**src/source/pmem_params.svh**
```systemverilog
`ifndef PMEM_PARAMS_SVH
`define PMEM_PARAMS_SVH

// byte address width on the AXI side
`define PMEM_ADDR_W 32

`define PMEM_DATA_W 64          // one array word per beat, eight byte lanes

`define PMEM_ID_W 4             // transaction ID, echoed on bid and rid

// 1024 words of 8 bytes gives 8 KiB of storage
`define PMEM_WORDS_LOG2 10

`endif

```
**src/source/axi_pkg.sv**
```systemverilog
`include "pmem_params.svh"

package axi_pkg;

    typedef logic [`PMEM_ADDR_W-1:0] addr_t;      // byte address

    typedef logic [`PMEM_DATA_W-1:0] data_t;      // one data beat

    typedef logic [`PMEM_DATA_W/8-1:0] strb_t;    // one strobe bit per byte lane

    typedef logic [`PMEM_ID_W-1:0] id_t;          // transaction ID

    typedef logic [7:0] len_t;                    // beats in the burst minus one

    typedef logic [2:0] size_t;                   // log2 of the bytes in a beat

    typedef logic [1:0] burst_t;                  // fixed, incr or wrap

    // response codes as they appear on bresp and rresp
    typedef enum logic [1:0] {
        okay   = 2'b00,
        exokay = 2'b01,
        slverr = 2'b10,
        decerr = 2'b11
    } resp_e;

endpackage

```
**src/source/pmem_pkg.sv**
```systemverilog
`include "pmem_params.svh"

package pmem_pkg;

    // kind of access that travels down the pipeline
    typedef enum logic {
        op_read  = 1'b0,
        op_write = 1'b1
    } mem_op_e;

    typedef logic [`PMEM_WORDS_LOG2-1:0] word_idx_t;  // word index into the array

    // request register in the accept stage
    typedef enum logic {
        accept_idle = 1'b0,
        accept_hold = 1'b1
    } accept_state_e;

    // holding register in the respond stage
    typedef enum logic {
        respond_empty = 1'b0,
        respond_full  = 1'b1
    } respond_state_e;

endpackage

```
**src/source/mem_req_if.sv**
```systemverilog
`timescale 1ns/1ps

// checked requests handed from the accept stage to the array stage
interface mem_req_if;

    logic                  valid;
    logic                  ready;
    pmem_pkg::mem_op_e     op;
    pmem_pkg::word_idx_t   idx;
    axi_pkg::data_t        wdata;
    axi_pkg::strb_t        wstrb;
    axi_pkg::id_t          id;
    logic                  err;      // request failed length, size or range checks

    modport accept_mp (
        output valid, op, idx, wdata, wstrb, id, err,
        input  ready
    );

    modport array_mp (
        input  valid, op, idx, wdata, wstrb, id, err,
        output ready
    );

endinterface

```
**src/source/pmem_accept.sv**
```systemverilog
`timescale 1ns/1ps
`include "pmem_params.svh"

module pmem_accept (
    input  logic                 clock,
    input  logic                 reset,

    input  logic                 awvalid_i,
    input  axi_pkg::addr_t       awaddr_i,
    input  axi_pkg::id_t         awid_i,
    input  axi_pkg::len_t        awlen_i,
    input  axi_pkg::size_t       awsize_i,
    output logic                 awready_o,

    input  logic                 wvalid_i,
    input  axi_pkg::data_t       wdata_i,
    input  axi_pkg::strb_t       wstrb_i,
    output logic                 wready_o,

    input  logic                 arvalid_i,
    input  axi_pkg::addr_t       araddr_i,
    input  axi_pkg::id_t         arid_i,
    input  axi_pkg::len_t        arlen_i,
    input  axi_pkg::size_t       arsize_i,
    output logic                 arready_o,

    mem_req_if.accept_mp         req
);

    pmem_pkg::accept_state_e state_q;
    logic                    accept_en_q;   // low through reset, high from the next clock on

    pmem_pkg::mem_op_e       op_q;
    pmem_pkg::word_idx_t     idx_q;
    axi_pkg::data_t          wdata_q;
    axi_pkg::strb_t          wstrb_q;
    axi_pkg::id_t            id_q;
    logic                    err_q;

    logic                    slot_free;
    logic                    write_offer;
    logic                    write_go;
    logic                    read_go;

    // only single beats of up to 8 bytes inside the array are served
    function automatic logic bad_request(
        input axi_pkg::addr_t addr,
        input axi_pkg::len_t  len,
        input axi_pkg::size_t size
    );
        return (len != '0) || (size > 3'd3) ||
               (addr[`PMEM_ADDR_W-1:`PMEM_WORDS_LOG2+3] != '0);
    endfunction

    // the register can take a new request if it is empty or drains at this edge
    assign slot_free   = accept_en_q && ((state_q == pmem_pkg::accept_idle) || req.ready);
    assign write_offer = awvalid_i && wvalid_i;                 // AW and W go together
    assign write_go    = slot_free && write_offer;
    assign read_go     = slot_free && arvalid_i && !write_offer; // a write always wins

    assign awready_o = slot_free;
    assign wready_o  = slot_free;
    assign arready_o = slot_free && !write_offer;

    always_ff @(posedge clock) begin
        if (reset) begin
            accept_en_q <= 1'b0;
            state_q     <= pmem_pkg::accept_idle;
        end else begin
            accept_en_q <= 1'b1;
            if (write_go || read_go) begin
                state_q <= pmem_pkg::accept_hold;
            end else if (req.ready) begin
                state_q <= pmem_pkg::accept_idle;  // held request moved on to the array
            end
        end
    end

    always_ff @(posedge clock) begin
        if (write_go) begin
            op_q    <= pmem_pkg::op_write;
            idx_q   <= awaddr_i[`PMEM_WORDS_LOG2+2:3];
            wdata_q <= wdata_i;
            wstrb_q <= wstrb_i;
            id_q    <= awid_i;
            err_q   <= bad_request(awaddr_i, awlen_i, awsize_i);
        end else if (read_go) begin
            op_q    <= pmem_pkg::op_read;
            idx_q   <= araddr_i[`PMEM_WORDS_LOG2+2:3];
            wdata_q <= '0;
            wstrb_q <= '0;                         // reads carry no strobes
            id_q    <= arid_i;
            err_q   <= bad_request(araddr_i, arlen_i, arsize_i);
        end
    end

    assign req.valid = (state_q == pmem_pkg::accept_hold);
    assign req.op    = op_q;
    assign req.idx   = idx_q;
    assign req.wdata = wdata_q;
    assign req.wstrb = wstrb_q;
    assign req.id    = id_q;
    assign req.err   = err_q;

endmodule

```
**src/flat_wrapper.sv**
```systemverilog
// flat-port wrapper written by rule: the top's interface ports become plain ports
module pmem_accept_flat 
  (clock, reset, awvalid_i, awaddr_i, awid_i, awlen_i, awsize_i, awready_o, wvalid_i, wdata_i, wstrb_i, wready_o, arvalid_i, araddr_i, arid_i, arlen_i, arsize_i, arready_o, req_valid, req_op, req_idx, req_wdata, req_wstrb, req_id, req_err, req_ready);
  mem_req_if req_i ();
  input  logic clock;
  input  logic reset;
  input  logic awvalid_i;
  input  axi_pkg::addr_t awaddr_i;
  input  axi_pkg::id_t awid_i;
  input  axi_pkg::len_t awlen_i;
  input  axi_pkg::size_t awsize_i;
  output logic awready_o;
  input  logic wvalid_i;
  input  axi_pkg::data_t wdata_i;
  input  axi_pkg::strb_t wstrb_i;
  output logic wready_o;
  input  logic arvalid_i;
  input  axi_pkg::addr_t araddr_i;
  input  axi_pkg::id_t arid_i;
  input  axi_pkg::len_t arlen_i;
  input  axi_pkg::size_t arsize_i;
  output logic arready_o;
  output wire logic [$bits(req_i.valid)-1:0] req_valid;
  output wire logic [$bits(req_i.op)-1:0] req_op;
  output wire logic [$bits(req_i.idx)-1:0] req_idx;
  output wire logic [$bits(req_i.wdata)-1:0] req_wdata;
  output wire logic [$bits(req_i.wstrb)-1:0] req_wstrb;
  output wire logic [$bits(req_i.id)-1:0] req_id;
  output wire logic [$bits(req_i.err)-1:0] req_err;
  input wire logic [$bits(req_i.ready)-1:0] req_ready;
  assign req_valid = req_i.valid;
  assign req_op = req_i.op;
  assign req_idx = req_i.idx;
  assign req_wdata = req_i.wdata;
  assign req_wstrb = req_i.wstrb;
  assign req_id = req_i.id;
  assign req_err = req_i.err;
  assign req_i.ready = req_ready;
  pmem_accept u_core (.clock(clock), .reset(reset), .awvalid_i(awvalid_i), .awaddr_i(awaddr_i), .awid_i(awid_i), .awlen_i(awlen_i), .awsize_i(awsize_i), .awready_o(awready_o), .wvalid_i(wvalid_i), .wdata_i(wdata_i), .wstrb_i(wstrb_i), .wready_o(wready_o), .arvalid_i(arvalid_i), .araddr_i(araddr_i), .arid_i(arid_i), .arlen_i(arlen_i), .arsize_i(arsize_i), .arready_o(arready_o), .req(req_i));
endmodule
```
**config.mk**
```make
export PLATFORM = sky130hd
export DESIGN_NAME = pmem_accept_flat
export DESIGN_NICKNAME = d
export VERILOG_FILES = /design/src/source/axi_pkg.sv /design/src/source/pmem_pkg.sv /design/src/source/mem_req_if.sv /design/src/source/pmem_accept.sv /design/src/flat_wrapper.sv
export VERILOG_INCLUDE_DIRS = /design/src /design/src/source
export SDC_FILE = /design/constraint.sdc
export NUM_CORES = 1
export LEC_CHECK = 0
export ABC_AREA = 0
export BUFFER_PORTS_ARGS = -buffer_cell sky130_fd_sc_hd__buf_2
export CAP_MARGIN = 20
export CORE_ASPECT_RATIO = 0.8
export CORE_MARGIN = 5
export CORE_UTILIZATION = 36
export CTS_CLUSTER_SIZE = 10
export DETAILED_ROUTE_END_ITERATION = 7
export PLACE_DENSITY = 0.83
export SYNTH_ARGS = -nofsm -noshare
export SYNTH_HDL_FRONTEND = slang
export SYNTH_SLANG_ARGS = --single-unit
```
**constraint.sdc**
```tcl
create_clock -name clock -period 3.02 [get_ports clock]
set_input_delay 0.302 -clock clock [delete_from_list [all_inputs] [get_ports clock]]
set_output_delay 0.302 -clock clock [all_outputs]
set_load 0.005 [all_outputs]
```
==> results of run 1 <==
worst max-delay path, cell delays in order (launching register included):
cell,delay (ns)
dfxtp_1,0.33
nand2b_4,0.08
and2_1,0.17
nand2_1,0.13
nand2_4,0.46
buf_12,0.32
worst max-delay path by stage:
stage	from	to	slack (ns)	cells past startpoint
floorplan	req_ready	u_core.req.err$_DFFE_PP_	0.67	4
global placement	req_ready	u_core.req.wdata[55]$_SDFFCE_PN0P_	1.10	6
detailed placement	req_ready	u_core.req.wdata[49]$_SDFFCE_PN0P_	1.04	6
CTS	u_core.req.valid$_SDFFE_PP0P_	u_core.req.wdata[39]$_SDFFCE_PN0P_	1.14	5
global route	u_core.req.valid$_SDFFE_PP0P_	u_core.req.wdata[39]$_SDFFCE_PN0P_	1.01	5
finish	u_core.req.valid$_SDFFE_PP0P_	u_core.req.wdata[50]$_SDFFCE_PN0P_	1.17	5
state kept, by name, indices dropped and copies added (netlist names):
register / count
u_core.req.wdata: 64
u_core.req.idx: 10
u_core.req.wstrb: 8
u_core.req.id: 4
u_core.accept_en_q: 1
u_core.req.err: 1
u_core.req.op: 1
u_core.req.valid: 1
area by class of cell:
type / count / area, um2 / share of cell area, %
timing repair buffer: 255 / 1290 / 24.5
inverter: 1 / 3.75 / 0.0710
sequential: 90 / 2670 / 50.6
clock inverter: 6 / 90.1 / 1.70
multi-input combinational: 144 / 831 / 15.7
clock buffer: 9 / 225 / 4.26
tap: 136 / 170 / 3.22
cell families after synthesis:
| kind of cell | synth area share, % |
|---|---|
| buffers and inverters | 2.55 |
| AOI/OAI and AO/OA | 0.593 |
| and+or+nand+nor | 22.4 |
| DFF | 74.5 |
per-stage QoR:
step	hold slack [ns]	total power, mW	setup WS [ns]	cell area (um2)
2_1_floorplan	0.359	1.58	0.673	3590
3_3_place_gp	0.435	1.75	1.10	4970
3_5_place_dp	0.443	1.76	1.04	4970
4_1_cts	0.121	2.94	1.14	5290
5_1_grt	0.130	3.03	1.01	5290
6_report	0.138	2.91	1.17	5290
placed cells by master (no fill, tap or decap), types with 2 or more instances in the layout:
| cell | netlist | layout |
|---|---|---|
| buf_2 | 2 | 253 |
| edfxtp_1 | 87 | 87 |
| and2_1 | 63 | 63 |
| nand2_1 | 44 | 43 |
| nor4_1 | 14 | 14 |
| and2_4 | 10 | 10 |
| clkbuf_16 | 0 | 9 |
| nand4_1 | 3 | 3 |
| dfxtp_1 | 3 | 3 |
| nand3_1 | 2 | 2 |
| nor3_1 | 2 | 2 |
| bufinv_16 | 0 | 2 |
power groups by stage:
stage / registers, mW / logic (mW) / clock network (mW)
6_report: 1.46 / 0.272 / 1.18
5_1_grt: 1.46 / 0.302 / 1.26
4_1_cts: 1.46 / 0.277 / 1.21
3_5_place_dp: 1.48 / 0.277 / 0
3_3_place_gp: 1.48 / 0.270 / 0
2_1_floorplan: 1.49 / 0.0855 / 0
per-layer routing:
| layer | wire [um] | up-vias |
|---|---|---|
| li1 | - | 1375 |
| met1 | 3450 | 1285 |
| met2 | 4800 | 160 |
| met3 | 1010 | 12 |
| met4 | 112 | 0 |
| met5 | 0 | - |
==> flow_summary.ini, run 1 <==
[outcome]
status = finished, final reports clean

[route]
routedWlPerCell_um = 14.6
dr.pass1.iters = 4
drc = 0
ant_nets = 0
vias_per_cell = 4.42
via_count = 2832
drt_iter0_markers = 103
drt_wl_total_um = 9380

[global_routing]
met1_usage_pct = 16.6
grt_max_degree = 89
overflow = 0
grt_use_met2_pct = 27.1
grt_first_pass_wirelength_um = 14300
antenna_found_initial = 0
grt.met3_usage_pct = 5.46
track_usage_pct = 15.1
grt_pass1_vias = 2951
busiest_layer = met2

[setup_path]
critPathLaunchType = flop
reg2reg_slack_ns = 1.17
cp-end-kind = flop
cp.arrival_ns = 1.87
cp.required_ns = 3.04
r2r_start = u_core.req.valid$_SDFFE_PP0P_
r2r_cells = 5
r2r_end = u_core.req.wdata[50]$_SDFFCE_PN0P_
cp_max_fo = 45
worstSetupPathType = flop to flop

[placed_design]
hpwlAfterDp_um = 7220
port_buffers = 253
gp_congestion = 0.790
dpl.cell_count = 626

[power]
ir_drop_uv = 299
cellLeakagePower_nw = 2.53
p_per_area_mw_per_mm2 = 550
seq_power_share_pct = 50.1
power.switching_uw = 602
comb_power_share_pct = 9.3
p_clk_share_pct = 40.6
internal_power_mw = 2.31
switching_share_pct = 20.7

[die]
dieArea_mm2 = 0.0121
rows = 32
io_pins = 264
start_util_pct = 37.0
die_w_um = 122
coreArea_mm2 = 0.00969
fp.dieH_um = 99.3

[synth]
synth_top_cell_area_share_pct = 72.8
synthesis.nets = 419
synthTopCellsByCount = edfxtp_1, and2_1, nand2_1, nor4_1, and2_4
synth_edf_count = 87
synth-seq-cells = 90
synth_ff_type = edfxtp_1
ys_warn_count = 0
ys_async_sr_fraction_pct = 0
synthTopCellsByArea = edfxtp_1, and2_1, nand2_1, and2_4, nor4_1
synth_top_area_cell = edfxtp_1
yosysMostFrequentCell = edfxtp_1
synth_cell_types = 20
yosysSeqAreaShare_pct = 74.5
syn-cell-area_mm2 = 0.00359
syn-instance-count = 247
synth.avg_cell_area_um2 = 14.5

[cells_and_area]
num_antenna_cells = 0
finalNetCount = 673
fin_util_pct = 54.6
stdcell_count = 641
drive_gt1_share_pct = 56.0
nFillCells = 826
area_growth_pct = 47.4

[sta]
drv_slew = 0
fin_crit_sh_pct = 61.2
finalSetupTns_ns = 0
rsz0062_at_grt = no
clock.fmax_ghz = 0.541
fin_skew_ns = 0.00531
hold_viol_final = 0
tightest_slew_ns = 0.750
setup_violations = 0
relSlewSlack_pct = 50.0
fin_crit_ns = 1.85

[clock_tree]
cts_tree = yes
clock-root-buffer = clkbuf_16
hold_buffers = 0
numClockSinks = 90
clock_latency_ns = 0.33
clockBufferDepth = 2
clk_pin_slew_ns = 0.06
cts_resized = 0
cts_buffers = 9
post_cts.repair.setup_buffers = 0
htree_levels = 3

[hold_path]
min_path_type = primary input to flop
hold_end = u_core.accept_en_q$_DFF_P_
min_from = reset
holdPathStages = 2

[flow_run]
maxCapViolations = 0
Note: power is estimated with default switching activity, not from simulation.
==> run 2, diff against run 1 <==
Settings changed: ABC_AREA 0 to 1, CORE_UTILIZATION 36 to 41, PLACE_DENSITY 0.83 to 0.87.
Clock period 3.02 ns to 1.75 ns, I/O delays scaled along.
==> run 2 against run 1 <==
Compared with the run above:
- hold slack worse by 0.030 ns
- sequential power is 72% higher
- clock power is 69% higher
- die area is 8.2% lower
- non-clock buffer count up 6
- sequential share of layout area shrank 1.8 points
- global-route usage up 1.7 points
- setup slack worse by 0.88 ns
- design area up 3.8%
- combinational power rose by 94%
- sequential cell count did not move
- maximum frequency rose by 27%
- critical path type unchanged
- largest cell class unchanged
==> flow_summary.ini, run 2 <==
[sta]
fin_crit_ns = 1.46
rsz0062_at_grt = no
setup_violations = 0
relSlewSlack_pct = 82.6
tightest_slew_ns = 0.261
drv_slew = 0
fin_crit_sh_pct = 83.4
finalSetupTns_ns = 0
hold_viol_final = 0
clock.fmax_ghz = 0.685
fin_skew_ns = 0.00747

[power]
cellLeakagePower_nw = 2.97
finalPower_mw = 5.04
power.switching_mw = 1.14
ir_drop_uv = 531
seq_power_share_pct = 49.9
p_clk_share_pct = 39.7
internal_power_mw = 3.89
p_per_area_mw_per_mm2 = 918
switching_share_pct = 22.7
comb_power_share_pct = 10.5

[cells_and_area]
multi_input_area_um2 = 696
layout_common_cells = buf_2, nor2_1, edfxtp_1
final_area_mm2 = 0.00549
drive_gt1_share_pct = 45.2
finalNetCount = 788
nFillCells = 724
num_antenna_cells = 0
area_growth_pct = 47.6
largest_reg_flops = 64
final_common_cell = buf_2
regArea_mm2 = 0.00267

[clock_tree]
cts_buffers = 9
clockBufferDepth = 2
cts_resized = 0
cts_tree = yes
clk_pin_slew_ns = 0.07
post_cts.repair.setup_buffers = 0
hold_buffers = 1
numClockSinks = 90
htree_levels = 3
clock-root-buffer = clkbuf_16
clock_latency_ns = 0.33

[synth]
synth-seq-cells = 90
synth_cell_types = 13
synth_top_area_cell = edfxtp_1
synth.avg_cell_area_um2 = 10.5
syn-instance-count = 355
ys_warn_count = 0
yosysSeqAreaShare_pct = 71.9
synthTopCellsByCount = nor2_1, edfxtp_1, inv_1, nand2_1, buf_2
syn-cell-area_mm2 = 0.00372
ys_async_sr_fraction_pct = 0
synthesis.nets = 527
yosysMostFrequentCell = nor2_1
synth_ff_type = edfxtp_1
synthTopCellsByArea = edfxtp_1, nor2_1, inv_1, nand2_1, dfxtp_1
synth_top_cell_area_share_pct = 70.3
synth_edf_count = 87

[setup_path]
cp_max_fo = 36
critPathLaunchType = flop
cp.arrival_ns = 1.49
cp.required_ns = 1.78
worstSetupPathType = flop to flop
cp-end-kind = flop

[global_routing]
antenna_found_initial = 0
grt_first_pass_wirelength_um = 14300
overflow = 0
grt_pass1_vias = 3096
track_usage_pct = 16.8
grt_max_degree = 63

[die]
rows = 31
io_pins = 264
fp.dieH_um = 95.2
die_w_um = 116
start_util_pct = 41.5
dieArea_mm2 = 0.0111
coreArea_mm2 = 0.00896

[placed_design]
placed_area_mm2 = 0.00516
hpwlAfterDp_um = 7940
port_buffers = 253
gp_congestion = 0.811

[route]
ant_nets = 0
routedWlPerCell_um = 13.1
drc = 0
drt_wl_total_um = 9650
via_count = 3184
vias_per_cell = 4.33
drt_iter0_markers = 150
dr.pass1.iters = 4

[outcome]
status = finished, final reports clean

[flow_run]
maxCapViolations = 0

[hold_path]
min_path_type = primary input to flop
==> run 2: changes by cell type after synthesis, sizes merged, moves of 4 or more <==
cell    before  now
clkbuf       5    0
buf          7   11
nand2       44   61
inv          1   77
and2        73    0
nor4        14    0
nor2         1  110
==> run 2: layout make-up <==
type	instances	share of cell area [%]
clock buffer	9	4.11
multi-input combinational	177	12.7
inverter	77	5.27
sequential	90	48.7
tap	115	2.62
clock inverter	7	1.69
timing repair buffer	261	24.9
==> run 2: worst paths after layout <==
kind                                      start                                  to  slack, ns  cells after the start
setup / recovery  u_core.req.valid$_SDFFE_PP0P_  u_core.req.wdata[13]$_SDFFCE_PN0P_       0.29                      6
hold reg to reg      u_core.req.op$_SDFFE_PP1P_          u_core.req.op$_SDFFE_PP1P_       0.46                      2
hold / removal                        awid_i[2]          u_core.req.id[2]$_DFFE_PP_       0.11                      3
setup reg to reg  u_core.req.valid$_SDFFE_PP0P_  u_core.req.wdata[13]$_SDFFCE_PN0P_       0.29                      6
==> run 2: routing by layer <==
metal / part of all wire (%) / vias up / global-route usage (%)
li1: - / 1603 / -
met1: 34 / 1407 / 17.8
met2: 53 / 161 / 31.3
met3: 11 / 13 / 5.90
met4: 1.3 / 0 / 4.93
met5: 0 / - / 0
==> run 2: power by group through the flow <==
| stage | logic, mW | clock network (mW) | registers [mW] |
|---|---|---|---|
| CTS | 0.539 | 2.06 | 2.51 |
| global placement | 0.516 | 0 | 2.55 |
| finish | 0.528 | 2.00 | 2.51 |
| floorplan | 0.174 | 0 | 2.58 |
| global route | 0.593 | 2.14 | 2.52 |
| detailed placement | 0.536 | 0 | 2.56 |
==> run 2: cell families after synthesis <==
| family | after synthesis | share of synthesized area (%) |
|---|---|---|
| and+or+nand+nor | 176 | 18.4 |
| DFF | 90 | 71.9 |
| buffers and inverters | 88 | 9.56 |
| AOI/OAI and AO/OA | 1 | 0.168 |
==> run 2: worst max-delay path, cell delays in order (launching register included) <==
cell	delay, ns
dfxtp_1	0.32
nand2_2	0.10
nand2_1	0.08
inv_1	0.08
nand2_1	0.11
nand2_4	0.20
buf_12	0.24
==> run 2: stage by stage <==
step	util (%)	hold WS, ns	std cells	worst slack, ns
2_1_floorplan	-	0.232	355	0.0280
3_3_place_gp	57.6	0.349	719	0.333
3_5_place_dp	57.6	0.352	719	0.302
4_1_cts	61.2	0.0941	736	0.276
5_1_grt	61.2	0.112	736	0.201
6_report	61.2	0.109	736	0.290
