[config.mk]
export PLATFORM = sky130hd
export DESIGN_NAME = pmem_respond_flat
export DESIGN_NICKNAME = d
export VERILOG_FILES = /design/src/source/axi_pkg.sv /design/src/source/pmem_pkg.sv /design/src/source/mem_rsp_if.sv /design/src/source/pmem_respond.sv /design/src/flat_wrapper.sv
export VERILOG_INCLUDE_DIRS = /design/src /design/src/source
export SDC_FILE = /design/constraint.sdc
export NUM_CORES = 1
export LEC_CHECK = 0
export ABC_AREA = 1
export BUFFER_PORTS_ARGS = -buffer_cell sky130_fd_sc_hd__buf_2
export CAP_MARGIN = 40
export CORE_MARGIN = 5
export CORE_UTILIZATION = 40
export CTS_CLUSTER_DIAMETER = 120
export CTS_CLUSTER_SIZE = 28
export DETAILED_ROUTE_END_ITERATION = 6
export GPL_TIMING_DRIVEN = 0
export PLACE_DENSITY = 0.88
export SYNTH_ARGS = -nofsm -noshare
export SYNTH_HDL_FRONTEND = slang
export SYNTH_SLANG_ARGS = --single-unit
[constraint.sdc]
create_clock -name clock -period 6.25 [get_ports clock]
set_input_delay 0.625 -clock clock [delete_from_list [all_inputs] [get_ports clock]]
set_output_delay 0.625 -clock clock [all_outputs]
set_load 0.01 [all_outputs]
[src/source/pmem_params.svh]
`ifndef PMEM_PARAMS_SVH
`define PMEM_PARAMS_SVH

// byte address width on the AXI side
`define PMEM_ADDR_W 32

`define PMEM_DATA_W 64          // one array word per beat, eight byte lanes

`define PMEM_ID_W 4             // transaction ID, echoed on bid and rid

// 1024 words of 8 bytes gives 8 KiB of storage
`define PMEM_WORDS_LOG2 10

`endif

[src/source/axi_pkg.sv]
`include "pmem_params.svh"

package axi_pkg;

    typedef logic [`PMEM_ADDR_W-1:0] addr_t;      // byte address

    typedef logic [`PMEM_DATA_W-1:0] data_t;      // one data beat

    typedef logic [`PMEM_DATA_W/8-1:0] strb_t;    // one strobe bit per byte lane

    typedef logic [`PMEM_ID_W-1:0] id_t;          // transaction ID

    typedef logic [7:0] len_t;                    // beats in the burst minus one

    typedef logic [2:0] size_t;                   // log2 of the bytes in a beat

    typedef logic [1:0] burst_t;                  // fixed, incr or wrap

    // response codes as they appear on bresp and rresp
    typedef enum logic [1:0] {
        okay   = 2'b00,
        exokay = 2'b01,
        slverr = 2'b10,
        decerr = 2'b11
    } resp_e;

endpackage

[src/source/pmem_pkg.sv]
`include "pmem_params.svh"

package pmem_pkg;

    // kind of access that travels down the pipeline
    typedef enum logic {
        op_read  = 1'b0,
        op_write = 1'b1
    } mem_op_e;

    typedef logic [`PMEM_WORDS_LOG2-1:0] word_idx_t;  // word index into the array

    // request register in the accept stage
    typedef enum logic {
        accept_idle = 1'b0,
        accept_hold = 1'b1
    } accept_state_e;

    // holding register in the respond stage
    typedef enum logic {
        respond_empty = 1'b0,
        respond_full  = 1'b1
    } respond_state_e;

endpackage

[src/source/mem_rsp_if.sv]
`timescale 1ns/1ps

// completed accesses handed from the array stage to the respond stage
interface mem_rsp_if;

    logic                valid;
    logic                ready;
    pmem_pkg::mem_op_e   op;         // selects the B or the R channel
    axi_pkg::data_t      rdata;
    axi_pkg::id_t        id;
    axi_pkg::resp_e      resp;

    modport array_mp (
        output valid, op, rdata, id, resp,
        input  ready
    );

    modport respond_mp (
        input  valid, op, rdata, id, resp,
        output ready
    );

endinterface

[src/source/pmem_respond.sv]
`timescale 1ns/1ps

module pmem_respond (
    input  logic              clock,
    input  logic              reset,
    mem_rsp_if.respond_mp     rsp,

    input  logic              bready_i,
    output logic              bvalid_o,
    output axi_pkg::resp_e    bresp_o,
    output axi_pkg::id_t      bid_o,

    input  logic              rready_i,
    output logic              rvalid_o,
    output axi_pkg::resp_e    rresp_o,
    output axi_pkg::data_t    rdata_o,
    output logic              rlast_o,
    output axi_pkg::id_t      rid_o
);

    pmem_pkg::respond_state_e state_q;

    pmem_pkg::mem_op_e        op_q;
    axi_pkg::id_t             id_q;
    axi_pkg::resp_e           resp_q;
    axi_pkg::data_t           rdata_q;

    logic                     full;
    logic                     is_write;
    logic                     freed;
    logic                     xfer;

    assign full     = (state_q == pmem_pkg::respond_full);
    assign is_write = (op_q == pmem_pkg::op_write);

    // the held response leaves on the ready of the channel it is shown on
    assign freed = full && (is_write ? bready_i : rready_i);

    assign rsp.ready = !full || freed;
    assign xfer      = rsp.valid && rsp.ready;

    always_ff @(posedge clock) begin
        if (reset) begin
            state_q <= pmem_pkg::respond_empty;
        end else if (xfer) begin
            state_q <= pmem_pkg::respond_full;
        end else if (freed) begin
            state_q <= pmem_pkg::respond_empty;
        end
    end

    // payload only changes when a new response is taken, so it stays stable under stall
    always_ff @(posedge clock) begin
        if (xfer) begin
            op_q    <= rsp.op;
            id_q    <= rsp.id;
            resp_q  <= rsp.resp;
            rdata_q <= rsp.rdata;
        end
    end

    assign bvalid_o = full && is_write;
    assign bresp_o  = resp_q;
    assign bid_o    = id_q;

    assign rvalid_o = full && !is_write;
    assign rresp_o  = resp_q;
    assign rdata_o  = rdata_q;
    assign rlast_o  = rvalid_o;     // every read is a single beat
    assign rid_o    = id_q;

endmodule

[src/flat_wrapper.sv]
// flat-port wrapper written by rule: the top's interface ports become plain ports
module pmem_respond_flat 
  (clock, reset, bready_i, bvalid_o, bresp_o, bid_o, rready_i, rvalid_o, rresp_o, rdata_o, rlast_o, rid_o, rsp_valid, rsp_op, rsp_rdata, rsp_id, rsp_resp, rsp_ready);
  mem_rsp_if rsp_i ();
  input  logic clock;
  input  logic reset;
  input  logic bready_i;
  output logic bvalid_o;
  output axi_pkg::resp_e bresp_o;
  output axi_pkg::id_t bid_o;
  input  logic rready_i;
  output logic rvalid_o;
  output axi_pkg::resp_e rresp_o;
  output axi_pkg::data_t rdata_o;
  output logic rlast_o;
  output axi_pkg::id_t rid_o;
  input wire logic [$bits(rsp_i.valid)-1:0] rsp_valid;
  input wire logic [$bits(rsp_i.op)-1:0] rsp_op;
  input wire logic [$bits(rsp_i.rdata)-1:0] rsp_rdata;
  input wire logic [$bits(rsp_i.id)-1:0] rsp_id;
  input wire logic [$bits(rsp_i.resp)-1:0] rsp_resp;
  output wire logic [$bits(rsp_i.ready)-1:0] rsp_ready;
  assign rsp_i.valid = rsp_valid;
  assign rsp_i.op = rsp_op;
  assign rsp_i.rdata = rsp_rdata;
  assign rsp_i.id = rsp_id;
  assign rsp_i.resp = rsp_resp;
  assign rsp_ready = rsp_i.ready;
  pmem_respond u_core (.clock(clock), .reset(reset), .rsp(rsp_i), .bready_i(bready_i), .bvalid_o(bvalid_o), .bresp_o(bresp_o), .bid_o(bid_o), .rready_i(rready_i), .rvalid_o(rvalid_o), .rresp_o(rresp_o), .rdata_o(rdata_o), .rlast_o(rlast_o), .rid_o(rid_o));
endmodule
==> results of run 1 <==
==> through the flow <==
step | hold slack (ps) | instance area (µm²) | power (mW)
detailed placement | 542 | 3190 | 0.682
global route | 434 | 3330 | 0.998
floorplan | 519 | 2260 | 0.622
global placement | 495 | 3130 | 0.678
finish | 465 | 3330 | 0.947
CTS | 438 | 3330 | 0.966
==> report_power, final <==
part	switching, mW	internal [mW]
sequential	0.00811	0.566
clock	0.142	0.136
combinational	0.0502	0.0448
total	0.200	0.747
==> state kept, by name, summed over array words and instances, names as in the netlist <==
| register | flops |
|---|---|
| u_core.bid_o | 4 |
| u_core.rdata_o | 64 |
| u_core.is_write | 1 |
| u_core.full | 1 |
| u_core.bresp_o | 2 |
==> cells by family (layout without fill, tap and decap cells) <==
group,Yosys count,after routing,share of synthesized area [%]
flip-flops,72,72,95.1
buffers and inverters,11,182,2.99
AND/OR/NAND/NOR,5,5,1.22
AO/OA/AOI/OAI,2,2,0.664
==> final cells by class <==
type                    instances  area (µm²)
plain buffers                   7        52.6
clock buffers                  11         131
clock inverters                 3        11.3
fillers                       444        2170
inverters                       4        15.0
multi-input cells               7        57.6
flip-flops and latches         72        2150
well taps                      72        90.1
repair buffers                157         823
==> how the worst max path moves through the flow <==
stage / from / end / slack [ps] / depth (start not counted)
CTS: u_core.is_write / u_core.rdata_o[8] / 4280 / 5
finish: u_core.is_write / u_core.rdata_o[8] / 4300 / 5
detailed placement: bready_i / u_core.rdata_o[2] / 4000 / 5
global placement: bready_i / u_core.rdata_o[2] / -120 / 3
floorplan: bready_i / u_core.bid_o[0] / 1110 / 2
global route: u_core.is_write / u_core.rdata_o[58] / 4160 / 5
==> worst register-to-register path: stages, from the launching register on <==
cell and delay [ps]:
edfxtp_1 440, inv_2 80, nand2_2 70, a31oi_4 590
buf_16 260, buf_12 210
==> cells in the final DEF, fill, tap and decap left out <==
cell type and instances:
clkinv_1 3, buf_12 1, clkbuf_8 9, nor2_1 1, clkbuf_1 2, inv_1 3
edfxtp_1 71, a31oi_4 1, buf_4 7, buf_2 155, a21oi_2 1, nand2_1 2
nand3_2 1, nand2_2 1, dfxtp_1 1, inv_2 1, buf_16 1
==> metal layers <==
metal,part of all wire (%),global-route usage [%]
met1,35,16.2
met2,52,24.2
met3,11,6.50
met4,1.5,8.49
met5,0,0
==> results.tsv, run 1 <==
metric	value	unit
Layout Skew	4.94	ps
hold path depth	2	
vias per cell	4.32	
Post-Synthesis Net Count	166	
PwrDens	284	nW/µm²
I/O Buffers	155	
Seq/Total Area, Yosys	95.1	%
worst vdd ir	0.160	mV
max-cap violations	0	
Final WS setup	4300	ps
Post-synth EDFFs	71	
hold-critical path endpoint	u_core.full	
Ys Warns	0	
1st-iter DRT viols	36	
starting density of the core	41.1	%
Syn-to-layout area delta	47.3	%
leak pwr	1.47	nW
DRC Markers	0	
top post-synthesis cells by area	edfxtp_1 94%, buf_4 2.3%, dfxtp_1 0.88%	
Arrival @ worst endpoint	1970	ps
synth unique cells	11	
fin crit share	31.2	%
initial antenna violation count	0	
post-synthesis async set-or-reset flop share	0	%
post-CTS resize count	0	
Post-Place Cells	319	
ant diodes	0	
drt total wl	5.21	mm
fin nets	334	
status	finished clean	
Final HPWL DP	4.28	mm
nature of the critical path startpoint	flip-flop	
R2R Setup Slk	4300	ps
critical path's top delay family	compound AO/OA/AOI/OAI gates	
Top FF cell, synth	edfxtp_1	
RSZ-0062 raised after global routing	no	
Initial DRT Pass Iterations	4	
number of core rows	27	
post-route insts no fill	333	
Max-slew headroom	50.6	%
Syn Area/Cell	25.1	µm²
worst slack, placed	4000	ps
CP Capture Type	flip-flop	
RD Place Congestion	0.761	
first-pass GRT wire length	7.98	mm
Setup TNS	0	ps
Buf+Inv Stages, Crit Path	3	
Synth Cell Area	2260	µm²
Max Freq	513	MHz
Cell Chain, Critical Path	inv_2 > nand2_2 > a31oi_4 > buf_16 > buf_12	
worst r2r src	u_core.is_write	
largest net degree at the start of global routing	31	
Worst Path Required	6270	ps
vias in the first global route	1568	
clk_lat worst skew	320	ps
Ports	156	
via count	1439	
leading area contributor after synthesis	edfxtp_1	
Clk Tree Root Cell	clkbuf_8	
critical path class	flip-flop to flip-flop	
setup bufs post-CTS	0	
Remaining Overflow, GRT	0	
final core utilization	60.5	%
synth cell count leaders	71 x edfxtp_1, 7 x buf_4, 3 x inv_1, 2 x nand2_1	
CTS tree	built	
drt wl/cell	15.7	µm
max-slew violation count	0	
Num CTS Buffers	9	
cell count after synthesis	90	
DIE WIDTH	85.2	µm
Min-Delay Path Class	input pin to flip-flop	
final hold viol count	0	
worst reg-to-reg path cell count	5	
count leader, synth	edfxtp_1	
H-tree lvl count	3	
total die area	7260	µm²
die height	85.2	µm
Core Region	5510	µm²
Final ANT Viol Nets	0	
Yosys reg bits	72	
share of cells above drive strength 1	68.2	%
critical path's largest stage delay	590	ps
Max Root-Sink Buffers	2	
fin crit period	1950	ps
CTS clk-pin slew, worst paths	70	ps
CP max-delay cell	a31oi_4	
total clock sinks	72	
Post-CTS Hold Fix Bufs	0	
share of the synthesized area in the top cell type	94.2	%
worst-path fanout max	30	
Total GRT Usage	14.9	%
Reg2Reg Capture Point	u_core.rdata_o[8]	
worst-margin pin slew	741	ps
Final setup viols	0	
hold_sp	reset	
Power figures use the tool's default switching activity.
==> run 2: changes to the inputs <==
Settings changed: ABC_AREA 1 to 0, CORE_UTILIZATION 40 to 36, PLACE_DENSITY 0.88 to 0.84.
Clock period 6.25 ns to 1.7 ns, I/O delays scaled along.
==> run 2 against run 1 <==
- non-clock buffer count grew 61
- critical path depth shrank 2
- wire length up 17%
- register-to-register slack worse by 4100 ps
- largest cell class unchanged
- largest power group unchanged
==> results.tsv, run 2 <==
metric	value	unit	change
die height	89.3	µm	+4.8%
CP Capture Type	output port		
drt total wl	6.08	mm	+17%
via count	1663		+16%
Reg2Reg Capture Point	u_core.rdata_o[25]		
Final WS setup	190	ps	-4110 ps
CTS clk-pin slew, worst paths	70	ps	about the same
fin crit share	88.8	%	
DIE WIDTH	89.3	µm	+4.8%
Syn-to-layout area delta	74.1	%	
Core Region	6030	µm²	+9.4%
RSZ-0062 raised after global routing	no		
hold path depth	1		-1
Final ANT Viol Nets	0		unchanged
share of cells above drive strength 1	56.6	%	-12 points
nature of the critical path startpoint	flip-flop		
Sequential Power Share	58.5	%	-2.2 points
Syn Area/Cell	26.0	µm²	+3.4%
Ys Warns	0		unchanged
Top FF cell, synth	edfxtp_1		
worst-margin pin slew	374	ps	-367 ps
worst r2r src	u_core.is_write		
CTS tree	built		
Arrival @ worst endpoint	1340	ps	-630 ps
Min-Delay Path Class	input pin to flip-flop		
Post-synth EDFFs	71		unchanged
Setup TNS	0	ps	unchanged
first-pass GRT wire length	8.20	mm	+2.8%
Final HPWL DP	4.19	mm	-2.1%
commonest non-fill, non-tap cells in the layout	155 x buf_2, 71 x edfxtp_1, 59 x dlygate4sd3_1		
DRC Markers	0		unchanged
I/O Buffers	155		unchanged
fin nets	392		+17%
Max Freq	662	MHz	
Layout Skew	7.14	ps	+2.20 ps
Total GRT Usage	14.7	%	-0.19 points
initial antenna violation count	3		+3
Ports	156		unchanged
Clk Tree Root Cell	clkbuf_8		
P_int	2.84	mW	+280%
largest net degree at the start of global routing	31		unchanged
top post-synthesis cells by area	edfxtp_1 94%, buf_4 2.3%, dfxtp_1 0.89%		
clk_lat worst skew	330	ps	about the same
final hold viol count	0		unchanged
worst vdd ir	0.507	mV	+220%
number of core rows	28		+3.7%
share of the synthesized area in the top cell type	94.3	%	about the same
count leader, synth	edfxtp_1		
Remaining Overflow, GRT	0		unchanged
worst-path fanout max	3		-90%
vias in the first global route	1769		+13%
RD Place Congestion	0.685		-10%
leak pwr	1.73	nW	+17%
drt wl/cell	15.4	µm	-2.0%
clock power share	28.7	%	-0.6 points
total clock sinks	72		unchanged
Final setup viols	0		unchanged
synth cell count leaders	71 x edfxtp_1, 7 x buf_4		
R2R Setup Slk	220	ps	-4080 ps
Num CTS Buffers	9		unchanged
Max-slew headroom	74.3	%	+24 points
Worst Path Required	1530	ps	-4740 ps
Sw Pwr	0.774	mW	+290%
Seq/Total Area, Yosys	95.2	%	about the same
status	finished clean		
fin crit period	1510	ps	
max-slew violation count	0		unchanged
worst slack, placed	-26.8	ps	-4030 ps
Synth Cell Area	2260	µm²	about the same
max-cap violations	0		unchanged
1st-iter DRT viols	36		unchanged
cell count after synthesis	87		-3.3%
H-tree lvl count	3		unchanged
PwrDens	919	nW/µm²	+220%
Yosys reg bits	72		unchanged
total die area	7970	µm²	+9.7%
Post-Synthesis Net Count	163		-1.8%
hold-critical path endpoint	u_core.rdata_o[53]		
synth unique cells	11		unchanged
Max Root-Sink Buffers	2		unchanged
Comb pwr share	12.9	%	+2.9 points
post-CTS resize count	0		unchanged
most common cell after layout, fill and taps aside	buf_2		
critical path class	flip-flop to output port		
worst reg-to-reg path cell count	3		-2
Largest register FFs	64		unchanged
starting density of the core	37.5	%	-3.6 points
Initial DRT Pass Iterations	3		-1
hold_sp	rsp_rdata[53]		
vias per cell	4.20		-2.8%
Switching Fraction	21.4	%	+0.29 points
post-synthesis async set-or-reset flop share	0	%	unchanged
leading area contributor after synthesis	edfxtp_1		
==> run 2: kinds of logic after synthesis <==
| family | after synthesis | share of synthesized area, % |
|---|---|---|
| AOI/OAI and AO/OA | 2 | 0.720 |
| muxes | 1 | 0.443 |
| and+or+nand+nor | 4 | 1.16 |
| DFF | 72 | 95.2 |
| buffers and inverters | 8 | 2.49 |
==> run 2: cell type report <==
| type | count | area [µm²] |
|---|---|---|
| tap | 75 | 93.8 |
| inverter | 1 | 3.75 |
| timing repair buffer | 218 | 1420 |
| buffer | 7 | 52.6 |
| sequential | 72 | 2150 |
| fill | 447 | 2090 |
| multi-input combinational | 7 | 63.8 |
| clock inverter | 2 | 10.0 |
| clock buffer | 11 | 131 |
| antenna | 3 | 7.51 |
==> run 2: what timing repair did <==
| action | CTS | global route |
|---|---|---|
| setup buffers | 2 | 0 |
| hold endpoints to repair | 46 | 13 |
| endpoints found under the setup margin | 58 | 0 |
| hold buffers | 46 | 13 |
==> run 2: metrics by stage <==
stage | power, mW | util, % | cells | area (µm²) | hold slack, ps
after floorplan | 2.28 | - | 87 | 2270 | 269
after global placement | 2.49 | 52.1 | 317 | 3140 | 347
after detailed placement | 2.51 | 52.8 | 319 | 3180 | 348
after CTS | 3.63 | 63.0 | 380 | 3800 | 0.0154
after global routing | 3.80 | 65.3 | 396 | 3940 | 0.152
final | 3.62 | 65.3 | 396 | 3940 | 21.5
==> run 2: how the worst max path moves through the flow <==
stage                     depth (start not counted)  slack [ps]       startpoint            endpoint
after global placement                            2        -920  u_core.is_write  u_core.rdata_o[16]
after floorplan                                   2        -540  u_core.is_write     u_core.bid_o[0]
after detailed placement                          3         -30  u_core.is_write  u_core.rdata_o[16]
final                                             3         190  u_core.is_write           rsp_ready
after CTS                                         3         170  u_core.is_write           rsp_ready
after global routing                              3         110  u_core.is_write           rsp_ready
==> run 2: worst max-delay path, cell delays in order (launching register included) <==
cell and delay (ps):
edfxtp_1 420, mux2i_1 350, nand2_1 90, buf_2 150
==> run 2: power by group through the flow <==
stage	Clock [mW]	Combinational, mW	Sequential [mW]
3_5_place_dp	0	0.355	2.15
3_3_place_gp	0	0.331	2.15
4_1_cts	1.07	0.444	2.11
2_1_floorplan	0	0.0677	2.22
5_1_grt	1.17	0.501	2.12
6_report	1.04	0.465	2.12
==> run 2: layer usage <==
| metal | GRT usage (%) | part of all wire [%] | wire length (µm) |
|---|---|---|---|
| met1 | 14.0 | 34 | 2080 |
| met2 | 25.3 | 51 | 3120 |
| met5 | 0 | 0 | 0 |
| met4 | 6.09 | 1.1 | 65 |
| met3 | 9.22 | 13 | 809 |
==> run 3: changes to the inputs <==
Settings changed: ABC_AREA 0 to 1.
==> run 3 against run 2 <==
- first-iteration DRC count grew 81%
- combinational power is essentially flat
- non-clock buffer count grew 1
- power grew 6.0%
- worst hold slack gained 4.3 ps
- critical path depth grew 1
- die area is essentially flat
- final cell count grew 1.0%
- clock power grew 21%
- design area grew 1.3%
- clock skew grew 1.5 ps
- sequential share of layout area shrank 0.72 points
- critical endpoint is now u_core.bid_o[2]
- largest cell class unchanged
==> results.tsv, run 3 (synthesis results as in run 1) <==
metric	value	unit	change
post-route insts no fill	400		+1.0%
CP Capture Type	flip-flop		
drt wl/cell	15.7	µm	+2.5%
max-cap violations	0		unchanged
leak pwr	1.75	nW	+1.2%
met3 wire len	570	µm	-30%
share of cells above drive strength 1	56.9	%	+0.32 points
Clk Tree Root Cell	clkbuf_8		
drt total wl	6.29	mm	+3.5%
Syn-to-layout area delta	76.3	%	
highest metal used	met4		
Ports	156		unchanged
worst-path fanout max	30		+27
most common cell after layout, fill and taps aside	buf_2		
design area	3990	µm²	+1.3%
worst vdd ir	0.674	mV	+33%
FF/Latch Area	2150	µm²	unchanged
vias per cell	4.21		+0.31%
metal2 WL	3.44	mm	+10%
Worst Path Required	1720	ps	+190 ps
number of core rows	28		unchanged
commonest non-fill, non-tap cells in the layout	155 x buf_2, 71 x edfxtp_1, 60 x dlygate4sd3_1		
fin nets	396		+1.0%
fin crit share	85.7	%	-3.1 points
status	finished clean		
RD Place Congestion	0.705		+2.9%
first-pass GRT wire length	8.74	mm	+6.6%
Post-Place Cells	322		+0.94%
Max-slew headroom	80.9	%	+6.6 points
Final setup viols	0		unchanged
worst slack, placed	19.2	ps	+46.0 ps
Max Freq	687	MHz	+3.6%
critical path's largest stage delay	460	ps	+40 ps
DIE WIDTH	89.3	µm	about the same
starting density of the core	37.5	%	about the same
H-tree lvl count	3		unchanged
Initial DRT Pass Iterations	4		+1
Power Total	3.83	mW	+6.0%
Arrival @ worst endpoint	1480	ps	+140 ps
CP max-delay cell	edfxtp_1		
Total GRT Usage	15.5	%	+0.78 points
Max Root-Sink Buffers	2		unchanged
clk_lat worst skew	330	ps	about the same
Cell Chain, Critical Path	inv_2 > nand2_2 > a31oi_4 > buf_12		
largest net degree at the start of global routing	31		unchanged
ant diodes	0		-3
1st-iter DRT viols	65		+81%
Largest register FFs	64		unchanged
vias in the first global route	1830		+3.4%
worst-margin pin slew	286	ps	-88.3 ps
Multi-input gate area	57.6	µm²	-9.8%
Final HPWL DP	4.22	mm	+0.86%
Post-DP Area	3190	µm²	+0.16%
critical path class	flip-flop to flip-flop		
Remaining Overflow, GRT	0		unchanged
I/O Buffers	155		unchanged
Layout Skew	8.64	ps	+1.50 ps
total die area	7970	µm²	about the same
nature of the critical path startpoint	flip-flop		
# fillers	431		-3.6%
Num CTS Buffers	9		unchanged
total clock sinks	72		unchanged
initial antenna violation count	0		-3
Core Region	6030	µm²	unchanged
RSZ-0062 raised after global routing	no		
final hold viol count	0		unchanged
CTS clk-pin slew, worst paths	70	ps	about the same
Metal-1 WL	2.02	mm	-3.0%
DRC Markers	0		unchanged
Min-Delay Path Class	input pin to flip-flop		
Buf+Inv Stages, Crit Path	2		+1
critical path's top delay family	flip-flops		
Final ANT Viol Nets	0		unchanged
die height	89.3	µm	about the same
max-slew violation count	0		unchanged
fin crit period	1460	ps	-53.1 ps
CTS tree	built		
via count	1685		+1.3%
post-CTS resize count	0		unchanged
PwrDens	961	nW/µm²	+4.6%
Final WS setup	243	ps	+53.1 ps
==> run 3: cell count changes in the layout (fill, tap and decap cells not counted), sizes merged, moves of 2 or more <==
cell      before  now
clkbuf        11    9
clkinv         2    4
clkinvlp       0    2
diode          3    0
inv            1    4
nand2          1    3
==> run 3: repair_timing <==
item | 4_1_cts | 5_1_grt
endpoints found under the setup margin | 11 | 0
hold endpoints to repair | 50 | 10
hold buffers | 50 | 10
setup buffers | 2 | 0
==> run 3: per-stage QoR <==
step | hold WS, ps | utilization (%) | setup TNS (ps)
floorplan | 232 | - | -36830
global placement | 333 | 52.2 | -63100
detailed placement | 341 | 52.9 | 0
CTS | 0.0123 | 64.5 | 0
global route | 0.173 | 66.2 | 0
finish | 25.8 | 66.2 | 0
==> run 3: worst reg2reg max path: cells and delay by family (launching register included) <==
kind | cells | cell delay [ps]
buffers and inverters | 2 | 330
and+or+nand+nor | 1 | 70
AOI/OAI and AO/OA | 1 | 290
DFF | 1 | 460
==> run 3: final timing paths <==
check | start | endpoint | slack [ps] | cells past startpoint
worst max register to register | u_core.is_write | u_core.bid_o[2] | 240 | 4
worst min register to register | u_core.full | u_core.full | 560 | 2
worst max-delay path | u_core.is_write | u_core.bid_o[2] | 240 | 4
worst min-delay path | rsp_rdata[7] | u_core.rdata_o[7] | 30 | 1
==> run 3: final cells by class <==
type                            instances  share of cell area, %
Buffer                                  7                   1.32
Clock buffer                            9                   3.11
Clock inverter                          7                   1.57
Inverter                                4                  0.376
Multi-Input combinational cell          7                   1.44
Sequential cell                        72                   54.0
Tap cell                               75                   2.35
Timing Repair Buffer                  219                   35.9
==> run 3: where the power goes <==
part	switching, mW	internal [mW]
registers	0.0310	2.08
logic	0.207	0.256
clock network	0.598	0.662
total	0.836	3.00
==> run 3: per-layer routing <==
layer | global-route usage, % | vias up
met3 | 5.35 | 23
met5 | 0 | -
li1 | - | 803
met2 | 29.3 | 108
met4 | 8.39 | 0
met1 | 14.2 | 751
